File: config.mk
export PLATFORM = sky130hd
export DESIGN_NAME = queue_unit_top
export DESIGN_NICKNAME = d
export VERILOG_FILES = /design/src/qm_isa_pkg.sv /design/src/qm_queue_pkg.sv /design/src/queue_manager.sv /design/src/queue_bank.sv /design/src/queue_result.sv /design/src/queue_unit_top.sv
export SDC_FILE = /design/constraint.sdc
export NUM_CORES = 2
export LEC_CHECK = 0
export BUFFER_PORTS_ARGS = -buffer_cell sky130_fd_sc_hd__buf_4
export CAP_MARGIN = 25
export CORE_MARGIN = 10
export CORE_UTILIZATION = 48
export DETAILED_ROUTE_END_ITERATION = 7
export GPL_ROUTABILITY_DRIVEN = 1
export MAX_ROUTING_LAYER = met4
export PLACE_DENSITY = 0.65
export SYNTH_ARGS = -nofsm -noshare
export SYNTH_HDL_FRONTEND = slang
export SYNTH_SLANG_ARGS = --single-unit
File: constraint.sdc
create_clock -name clk -period 21.5 [get_ports clk]
set_input_delay 1.075 -clock clk [delete_from_list [all_inputs] [get_ports clk]]
set_output_delay 1.075 -clock clk [all_outputs]
set_load 0.02 [all_outputs]
File: src/qm_isa_pkg.sv
package qm_isa_pkg;

	////////////////////////////////////////
	// Instruction fields
	////////////////////////////////////////

	typedef logic [6:0] opcode_t;	// Major opcode.
	typedef logic [5:0] func_t;	// Function field of the R3 format.

	// Register-three-operand group.
	localparam opcode_t OP_R3O = 7'h02;

	// Queue operations inside the R3 group.
	localparam func_t FN_RESETQ = 6'h30;
	localparam func_t FN_READQ = 6'h31;
	localparam func_t FN_WRITEQ = 6'h32;

	typedef struct packed {
		opcode_t opcode;
		func_t func;
	} micro_op_t;

	////////////////////////////////////////
	// Reorder buffer and operands
	////////////////////////////////////////

	typedef logic [2:0] rob_id_t;
	typedef logic [7:0] rob_bitmask_t;	// One bit per ROB slot.
	typedef logic [63:0] word_t;

	// arg1 holds the queue number, arg2 the data to be written.
	typedef struct packed {
		rob_id_t rob_id;
		word_t arg0;
		word_t arg1;
		word_t arg2;
	} rs_entry_t;

	////////////////////////////////////////
	// Write-back
	////////////////////////////////////////

	// Low eight bits are byte lanes; bit 8 is the tag bit and stays clear.
	typedef logic [8:0] byte_en_t;

	localparam byte_en_t BE_NONE = 9'h000;
	localparam byte_en_t BE_WORD = 9'h0ff;	// All eight data bytes.

endpackage

File: src/qm_queue_pkg.sv
package qm_queue_pkg;

	////////////////////////////////////////
	// Queue geometry
	////////////////////////////////////////

	localparam int QUEUE_COUNT = 4;
	localparam int QUEUE_DEPTH = 8;	// A power of two, so the pointers wrap by themselves.
	localparam int QPTR_W = $clog2(QUEUE_DEPTH);
	localparam int QCNT_W = $clog2(QUEUE_DEPTH + 1);

	typedef logic [1:0] queue_id_t;
	typedef logic [QPTR_W-1:0] qptr_t;
	typedef logic [QCNT_W-1:0] qcnt_t;

	////////////////////////////////////////
	// Commands and returns
	////////////////////////////////////////

	typedef enum logic [1:0] {
		QOP_NONE,
		QOP_RESET,
		QOP_POP,
		QOP_PUSH
	} queue_op_t;

	typedef struct packed {
		queue_op_t op;
		queue_id_t qid;
		qm_isa_pkg::word_t data;
	} queue_cmd_t;

	typedef enum logic [1:0] {
		EXC_NONE,
		EXC_QUEUE_EMPTY,
		EXC_QUEUE_FULL
	} exc_code_t;

	// Data is zero when the pop found the queue empty.
	typedef struct packed {
		logic valid;
		logic empty;
		qm_isa_pkg::word_t data;
	} read_ret_t;

endpackage

File: src/queue_manager.sv
`timescale 1ns/1ps

module queue_manager
(
	input logic clk,
	input logic rst,
	input logic issue_i,
	input qm_isa_pkg::rs_entry_t rse_i,
	input qm_isa_pkg::micro_op_t ir_i,
	input qm_isa_pkg::rob_bitmask_t stomp_i,
	output qm_isa_pkg::rs_entry_t rse_o,
	output qm_queue_pkg::queue_cmd_t cmd_o,
	output logic push_done_o
);
	import qm_isa_pkg::*;
	import qm_queue_pkg::*;

	logic is_queue_grp;
	logic stomped;
	logic live;
	logic dec_reset;
	logic dec_pop;
	logic dec_push;
	queue_op_t next_op;
	queue_id_t next_qid;

	////////////////////////////////////////
	// Decode
	////////////////////////////////////////

	assign is_queue_grp = (ir_i.opcode == OP_R3O);
	assign stomped = stomp_i[rse_i.rob_id];	// The ROB slot was flushed this cycle.
	assign live = issue_i && is_queue_grp && !stomped;

	assign dec_reset = live && (ir_i.func == FN_RESETQ);
	assign dec_pop = live && (ir_i.func == FN_READQ);
	assign dec_push = live && (ir_i.func == FN_WRITEQ);

	// Only the low bits of arg1 select a queue.
	assign next_qid = rse_i.arg1[$bits(queue_id_t)-1:0];

	always_comb
	begin
		next_op = QOP_NONE;
		if (dec_reset)
			next_op = QOP_RESET;
		else if (dec_pop)
			next_op = QOP_POP;
		else if (dec_push)
			next_op = QOP_PUSH;
	end

	////////////////////////////////////////
	// Command register
	////////////////////////////////////////

	always_ff @(posedge clk)
	begin
		cmd_o.qid <= next_qid;
		cmd_o.data <= rse_i.arg2;
		if (rst)
		begin
			cmd_o.op <= QOP_NONE;
			push_done_o <= 1'b0;
		end
		else
		begin
			cmd_o.op <= next_op;
			// Resets and pushes complete without waiting for data.
			push_done_o <= dec_reset || dec_push;
		end
	end

	// The entry follows the command by one stage.
	always_ff @(posedge clk)
	begin
		rse_o <= rse_i;
	end

	////////////////////////////////////////
	// Checks
	////////////////////////////////////////

	assert property (@(posedge clk) disable iff (rst)
		$onehot0({dec_reset, dec_pop, dec_push}));

endmodule

File: src/queue_bank.sv
`timescale 1ns/1ps

module queue_bank
(
	input logic clk,
	input logic rst,
	input qm_queue_pkg::queue_cmd_t cmd_i,
	output qm_queue_pkg::read_ret_t read_ret_o,
	output logic push_full_o
);
	import qm_isa_pkg::*;
	import qm_queue_pkg::*;

	qcnt_t count [QUEUE_COUNT];
	word_t head_word [QUEUE_COUNT];
	logic sel_empty;
	logic sel_full;

	////////////////////////////////////////
	// Queue storage
	////////////////////////////////////////

	for (genvar g = 0; g < QUEUE_COUNT; g++)
	begin : g_queue
		word_t mem [QUEUE_DEPTH];
		qptr_t head;
		qptr_t tail;
		qcnt_t cnt;
		logic sel;
		logic do_reset;
		logic do_pop;
		logic do_push;

		assign sel = (cmd_i.qid == queue_id_t'(g));
		assign do_reset = sel && (cmd_i.op == QOP_RESET);
		assign do_pop = sel && (cmd_i.op == QOP_POP) && (cnt != '0);
		assign do_push = sel && (cmd_i.op == QOP_PUSH) && (cnt != qcnt_t'(QUEUE_DEPTH));

		always_ff @(posedge clk)
		begin
			if (rst || do_reset)
			begin
				head <= '0;
				tail <= '0;
				cnt <= '0;
			end
			else if (do_push)
			begin
				tail <= tail + 1'b1;
				cnt <= cnt + 1'b1;
			end
			else if (do_pop)
			begin
				head <= head + 1'b1;
				cnt <= cnt - 1'b1;
			end
		end

		always_ff @(posedge clk)
		begin
			if (do_push)
				mem[tail] <= cmd_i.data;
		end

		assign count[g] = cnt;
		assign head_word[g] = mem[head];	// Oldest entry.

		assert property (@(posedge clk) disable iff (rst)
			cnt <= qcnt_t'(QUEUE_DEPTH));
	end

	////////////////////////////////////////
	// Read return and full flag
	////////////////////////////////////////

	assign sel_empty = (count[cmd_i.qid] == '0);
	assign sel_full = (count[cmd_i.qid] == qcnt_t'(QUEUE_DEPTH));

	always_ff @(posedge clk)
	begin
		read_ret_o.data <= '0;
		if (cmd_i.op == QOP_POP && !sel_empty)
			read_ret_o.data <= head_word[cmd_i.qid];
		if (rst)
		begin
			read_ret_o.valid <= 1'b0;
			read_ret_o.empty <= 1'b0;
			push_full_o <= 1'b0;
		end
		else
		begin
			read_ret_o.valid <= (cmd_i.op == QOP_POP);
			read_ret_o.empty <= (cmd_i.op == QOP_POP) && sel_empty;
			push_full_o <= (cmd_i.op == QOP_PUSH) && sel_full;	// Push is dropped.
		end
	end

endmodule

File: src/queue_result.sv
`timescale 1ns/1ps

module queue_result
(
	input logic clk,
	input logic rst,
	input qm_queue_pkg::read_ret_t read_ret_i,
	input logic push_done_i,
	input logic push_full_i,
	output qm_isa_pkg::word_t result_o,
	output qm_isa_pkg::byte_en_t we_o,
	output logic done_o,
	output qm_queue_pkg::exc_code_t exc_o
);
	import qm_isa_pkg::*;
	import qm_queue_pkg::*;

	read_ret_t ret_q;
	logic push_done_q;

	////////////////////////////////////////
	// Alignment stage
	////////////////////////////////////////

	always_ff @(posedge clk)
	begin
		ret_q.data <= read_ret_i.data;
		if (rst)
		begin
			ret_q.valid <= 1'b0;
			ret_q.empty <= 1'b0;
			push_done_q <= 1'b0;
		end
		else
		begin
			ret_q.valid <= read_ret_i.valid;
			ret_q.empty <= read_ret_i.empty;
			push_done_q <= push_done_i;	// Lines up with the bank's full flag.
		end
	end

	////////////////////////////////////////
	// Write-back
	////////////////////////////////////////

	always_ff @(posedge clk)
	begin
		if (rst)
		begin
			result_o <= '0;
			we_o <= BE_NONE;
			done_o <= 1'b0;
			exc_o <= EXC_NONE;
		end
		else
		begin
			done_o <= ret_q.valid || push_done_q;
			result_o <= ret_q.valid ? ret_q.data : '0;
			we_o <= (ret_q.valid && !ret_q.empty) ? BE_WORD : BE_NONE;
			// A pop finishing alongside a push reports its own exception first.
			if (ret_q.valid && ret_q.empty)
				exc_o <= EXC_QUEUE_EMPTY;
			else if (push_full_i)
				exc_o <= EXC_QUEUE_FULL;
			else
				exc_o <= EXC_NONE;
		end
	end

	assert property (@(posedge clk) disable iff (rst) (we_o != BE_NONE) |-> done_o);

	// The bank only flags a full queue for a push the manager has completed.
	assert property (@(posedge clk) disable iff (rst) push_full_i |-> push_done_q);

endmodule

File: src/queue_unit_top.sv
`timescale 1ns/1ps

module queue_unit_top
(
	input logic clk,
	input logic rst,
	input logic issue_i,
	input qm_isa_pkg::rs_entry_t rse_i,
	input qm_isa_pkg::micro_op_t ir_i,
	input qm_isa_pkg::rob_bitmask_t stomp_i,
	output qm_isa_pkg::rs_entry_t rse_o,
	output qm_isa_pkg::word_t result_o,
	output qm_isa_pkg::byte_en_t we_o,
	output logic done_o,
	output qm_queue_pkg::exc_code_t exc_o
);
	import qm_queue_pkg::*;

	queue_cmd_t cmd;
	logic push_done;
	read_ret_t read_ret;
	logic push_full;

	queue_manager u_manager (
		.clk(clk),
		.rst(rst),
		.issue_i(issue_i),
		.rse_i(rse_i),
		.ir_i(ir_i),
		.stomp_i(stomp_i),
		.rse_o(rse_o),
		.cmd_o(cmd),
		.push_done_o(push_done)
	);

	queue_bank u_bank (
		.clk(clk),
		.rst(rst),
		.cmd_i(cmd),
		.read_ret_o(read_ret),
		.push_full_o(push_full)
	);

	queue_result u_result (
		.clk(clk),
		.rst(rst),
		.read_ret_i(read_ret),
		.push_done_i(push_done),
		.push_full_i(push_full),
		.result_o(result_o),
		.we_o(we_o),
		.done_o(done_o),
		.exc_o(exc_o)
	);

endmodule

==> Word-level counts from Yosys, hierarchy flattened <==
Memory sizes are Yosys's and may differ from the RTL's. A register that Yosys moved wholly into a read port is not among the register bits.
Index checks and enable logic that the tools add are counted.
{ "op_classes": {"bitwise_logic": 6, "n_reduce_logical": 56, "add_sub_neg": 16, "mux": 38, "magnitude_cmp": 2, "n_eq_ne": 15} }
{ "op_table": {"columns": ["cell", "n"], "rows": [
  ["64-bit binary-select mux with 2-bit select", 1],
  ["64-bit 2-to-1 mux", 2],
  ["4-bit 2-to-1 mux", 10],
  ["1-bit logical AND", 30],
  ["3-bit by 1-bit adder with 3-bit output (second input constant)", 8],
  ["3-bit 2-to-1 mux", 8],
  ["6-bit == test (second input constant)", 3],
  ["4-bit by 1-bit adder with 4-bit output (second input constant)", 4],
  ["4-bit != test (second input constant)", 4],
  ["4-bit nonzero test", 4],
  ["4-bit by 1-bit subtractor with 4-bit output (second input constant)", 4],
  ["1-bit 2-to-1 mux", 11],
  ["4-bit binary-select mux with 2-bit select", 1],
  ["2-bit == test (second input constant)", 4],
  ["8-bit 2-to-1 mux", 1],
  ["2-bit AND reduction", 4],
  ["2-bit nonzero test", 4],
  ["7-bit by 2-bit == test with 1-bit output (second input constant)", 1],
  ["1-bit logical OR", 6],
  ["2-bit 2-to-1 mux", 3],
  ["2-bit OR reduction", 3],
  ["1-bit NOT", 5],
  ["2-bit by 1-bit == test with 1-bit output (second input constant)", 2],
  ["4-bit == test (second input constant)", 1],
  ["7 further kinds", 9]
]} }
{ "totals": {"wordCells": 170, "out_inout_bits": 271, "input_bits": 219, "register_bits": 450, "mem_bits_rw": 2048, "n_memories": 4} }
{ "mem_list": {"columns": ["memory", "depth", "width", "read_ports", "rd_clocked_by_memory_dff", "wr", "line_no", "rtl"], "rows": [
  ["u_bank.g_queue[0].mem", 8, 64, 1, 1, 1, "queue_bank.sv:25", "word_t mem [QUEUE_DEPTH];"],
  ["u_bank.g_queue[1].mem", 8, 64, 1, 1, 1, "queue_bank.sv:25", null],
  ["u_bank.g_queue[2].mem", 8, 64, 1, 1, 1, "queue_bank.sv:25", null],
  ["u_bank.g_queue[3].mem", 8, 64, 1, 1, 1, "queue_bank.sv:25", null]
]} }

==> Depth between registers and ports, before layout <==
{ "depth": {"word_depth": 8, "ltp_mapped": 11} }

==> Cells and area by module <==
From an unflattened synthesis, not the netlist that was laid out.
{ "hier_totals": {"hier_cells": 4952, "area_unflattened_um2": 89395.7} }
{ "modules_own_cells": {"columns": ["module", "area_each_um2", "n_inst", "cells_per_inst"], "rows": [
  ["queue_bank", 81514.4, 1, 4451],
  ["queue_manager", 4591.9, 1, 276],
  ["queue_result", 3289.4, 1, 225]
]} }

==> Worst setup path after synthesis <==
No wires, ideal clock.
{ "synth_path": {"path_kind": "register -> register", "from": "register u_manager.cmd_o[64] (netlist bit)", "to": "memory u_bank.g_queue[3].mem[1][0] (netlist bit), enable pin", "path_slack_ps": 12824, "arrival_time_ps": 8008, "setup_time_ps": 667, "period_less_slack_ps": 8676, "n_path_buf": 3, "path_stages_with_launch": 8, "required_ps": 20833, "path_cell_list": "dfxtp_1 -> buf_4 -> buf_6 -> buf_4 -> nand4_1 -> nor2_2 -> inv_1 -> nor4b_1"} }
{ "synth_via": {"elab_chain_len": 5} }
{ "synth_rtl": {"columns": ["element", "line_no", "rtl"], "rows": [
  ["start: declaration", "queue_manager.sv:12", "output qm_queue_pkg::queue_cmd_t cmd_o,"],
  ["2-bit == test", "queue_bank.sv:34", "assign sel = (cmd_i.qid == queue_id_t'(g));"],
  ["1-bit logical AND (2 in a row)", "queue_bank.sv:37", "assign do_push = sel && (cmd_i.op == QOP_PUSH) && (cnt != qcnt_t'(QUEUE_DEPTH));"],
  ["1-bit 2-to-1 mux", "queue_bank.sv:61", "if (do_push)"],
  ["1-bit 2-to-1 mux (not written as such)", "queue_bank.sv:62", "mem[tail] <= cmd_i.data;"],
  ["end: declaration", "queue_bank.sv:25", null]
]} }
Every way passes these cells.

==> run_results.csv <==
group,metric,value,unit
clock_tree,clk_pin_slew_worst_paths,0.06,ns
synthesis,syn_area,89270,um^2
sta,finalClockSkew,0.08027,ns
sta,hold_violations,0,
synthesis,synth_edf_count,2048,
synthesis,yosysWarningCount,0,
synthesis,synth-main-ff-cell,"edfxtp_1",
worst_setup_path,start_kind,"flop",
grt,track_usage,23.72,%
min_path,hold_path.class,"in -> reg",
floorplan,rows,158,
worst_setup_path,end_kind,"flop",
grt,antenna_found_initial,5,
clock_tree,ctsHoldBuffers,0,
power_and_ir_drop,powerDensity,92.18,nW/um^2
detailed_routing,met2_length,115900,um
floorplan,die_h,451.3,um
synthesis,synth_top_area_share,68.89,%
sta,fin_crit_sh,22.63,%
place,gp_congestion,0.7781,
clock_tree,cts_tree,"done",
grt,grt_max_degree,129,
place,numPortBuffers,488,
sta,drv_slew,0,
worst_setup_path,crit_type,"reg -> reg",
cells_and_area,nNetsFinal,5699,
cells_and_area,syn_to_final_growth,17.20,%
sta,slew_headroom,8.001,%
cells_and_area,drive_gt1_share,18.69,%
grt,grt_overflow,0,
sta,grt_setup_unrepaired,"no",
clock_tree,post_cts_buffers,0,
clock_tree,clock_latency,0.91,ns
synthesis,syn_inst,4904,
grt,grt_pass1_wl,343500,um
detailed_routing,initialDrtViolationCount,5525,
worst_setup_path,cp_max_fo,48,
synthesis,avgSynthCellArea,18.20,um^2
clock_tree,root_buffer,"clkbuf_16",
synthesis,synth_sequential_area_ratio,79.02,%
floorplan,die_x,451.3,um
detailed_routing,vias,48149,
detailed_routing,top_layer_used,"met4",
synthesis,synth_top_cell_by_area,"edfxtp_1",
grt,grt_pass1_vias,47171,
detailed_routing,routed_via_density,5.905,
worst_setup_path,cp.required,22.21,ns
run,drv_cap,0,
synthesis,synth.ff_latch_count,2500,
worst_setup_path,worstPathArrival,5.58,ns
power_and_ir_drop,ir_drop,0.08406,mV
detailed_routing,drc,0,
sta,setup_viol,0,
synthesis,synth_nets,5143,
synthesis,synth_cell_types,51,
sta,period_minus_slack,4.866,ns
place,place_area,95920,um^2
detailed_routing,wl_per_cell,29.79,um
sta,clock.fmax,205.5,MHz
detailed_routing,drt-met1-wl,98110,um
sta,tightest_slew,1.380,ns
detailed_routing,wl_met3,22680,um
power_and_ir_drop,leakage,0.03303,uW
detailed_routing,ant_nets,0,
floorplan,pin_count,490,
clock_tree,cts_inserted_buffers,236,
cells_and_area,fillers,13930,
detailed_routing,postRouteWirelength,242900,um
cells_and_area,fin_area,104600,um^2
clock_tree,numClockSinks,2500,
sta,tns,0,ns
floorplan,dieArea,203600,um^2
floorplan,core_area,185200,um^2
clock_tree,h-tree-depth,4,
outcome,status,"finished clean",
detailed_routing,first_pass_iters,6,
clock_tree,clock_path_buffers,3,
clock_tree,post_cts_resized,0,
synthesis,async_reset_ff_share,0,%
place,hpwl,124600,um
floorplan,initial_core_util,48.20,%
synthesis,synth.area.top_cells,"edfxtp_1 69%, mux2i_1 12%, dfxtp_1 10%",
-- final timing paths --
path	start	end	slack, ns	cells past startpoint
max	flop	u_bank.read_ret_o[44]	16.63	7
min	rse_i[7]	u_manager.cmd_o[7]	0.27	1
max reg2reg	flop	u_bank.read_ret_o[44]	16.63	7
min reg2reg	u_bank.read_ret_o[17]	u_result.ret_q[17]	0.31	0
-- stage by stage --
stage | instances | util, % | hold WS, ns | total power [uW] | setup WS [ns]
floorplan | 4904 | - | 0.3096 | 5448 | 12.82
global placement | 7657 | 51.59 | 0.3124 | 5544 | 16.62
detailed placement | 7671 | 51.78 | 0.3121 | 5554 | 16.64
CTS | 8121 | 56.03 | 0.2174 | 9692 | 16.61
global route | 8153 | 56.48 | 0.2347 | 9919 | 16.45
finish | 8154 | 56.49 | 0.2690 | 9645 | 16.63
-- registers in the layout (all words and copies together), names as in the netlist, 2 cells and up, named ones only --
register	cells
u_bank.g_queue.cnt	16
u_result.result_o	64
u_bank.g_queue.head	12
u_manager.cmd_o	67
u_bank.g_queue.mem	2048
u_result.ret_q	66
u_bank.read_ret_o	66
u_bank.g_queue.tail	12
u_result.exc_o	2
u_manager.rse_o	130
-- cells in the final DEF (no fill, tap or decap), types with 6 or more instances in the layout --
master and instances:
clkinv_1 33, nand4b_1 6, clkbuf_8 9, edfxtp_1 2048
nor3b_2 8, inv_1 12, and2_1 67, xnor2_1 24
nor2_1 55, bufinv_16 23, mux2i_1 1039, nor4b_2 7
nor4_1 134, clkbuf_1 75, buf_16 41, clkinv_2 45
nor4b_1 6, o22ai_1 514, clkbuf_16 240, nor3b_1 6
nor3_2 9, dfxtp_1 448, nand2_1 20, clkinv_16 7
buf_4 603, a21oi_1 73, ha_1 16
-- synth_stat cells (5+ instances only) --
cell type	n
a211oi_1	5
a21o_1	5
a21oi_1	73
and2_1	67
buf_1	46
buf_2	87
buf_4	80
buf_6	7
clkbuf_1	112
dfxtp_1	452
edfxtp_1	2048
ha_1	16
inv_1	12
mux2i_1	1039
nand2_1	20
nand4b_1	6
nand4bb_1	7
nor2_1	59
nor2b_1	6
nor3_1	11
nor3b_1	14
nor4_1	138
nor4b_1	13
o22ai_1	514
xnor2_1	24
-- cell families after synthesis --
group           count (synthesis)  share of synthesized area, %
mux                          1045                         11.75
other cells                     1                      0.004201
flops                        2500                         79.02
simple gates                  361                         2.472
compound gates                608                         4.227
xor+xnor                       25                        0.2453
buf+inv                       344                         1.964
fa+ha+maj                      20                        0.3139
-- power by group --
part	total, uW	internal, uW	switching [uW]
logic	194	81.6	113
registers	5270	5250	25.1
clock network	4180	2370	1800
total	9650	7700	1940
-- critical path: stages, from the launching register on --
cell     delay (ns)
dfxtp_4        0.85
buf_4          0.77
buf_4          0.85
buf_4          0.93
mux2i_1        0.28
o22ai_1        0.10
nor4_1         0.68
a21oi_1        0.13
-- per-layer routing --
metal	vias to the layer above	GRT usage [%]
li1	20513	-
met1	24706	31.55
met2	2536	37.78
met3	394	4.529
met4	0	6.062
met5	-	-
-- layout make-up --
| type | instances | area [um^2] | area share, % |
|---|---|---|---|
| Antenna cell | 2 | 5.005 | 0.004783 |
| Clock buffer | 324 | 6411 | 6.127 |
| Clock inverter | 126 | 1453 | 1.388 |
| Inverter | 12 | 45.04 | 0.04305 |
| Multi-Input combinational cell | 2060 | 17280 | 16.52 |
| Sequential cell | 2500 | 70560 | 67.44 |
| Tap cell | 2480 | 3103 | 2.966 |
| Timing Repair Buffer | 650 | 5771 | 5.515 |
Power figures use the tool's default switching activity.
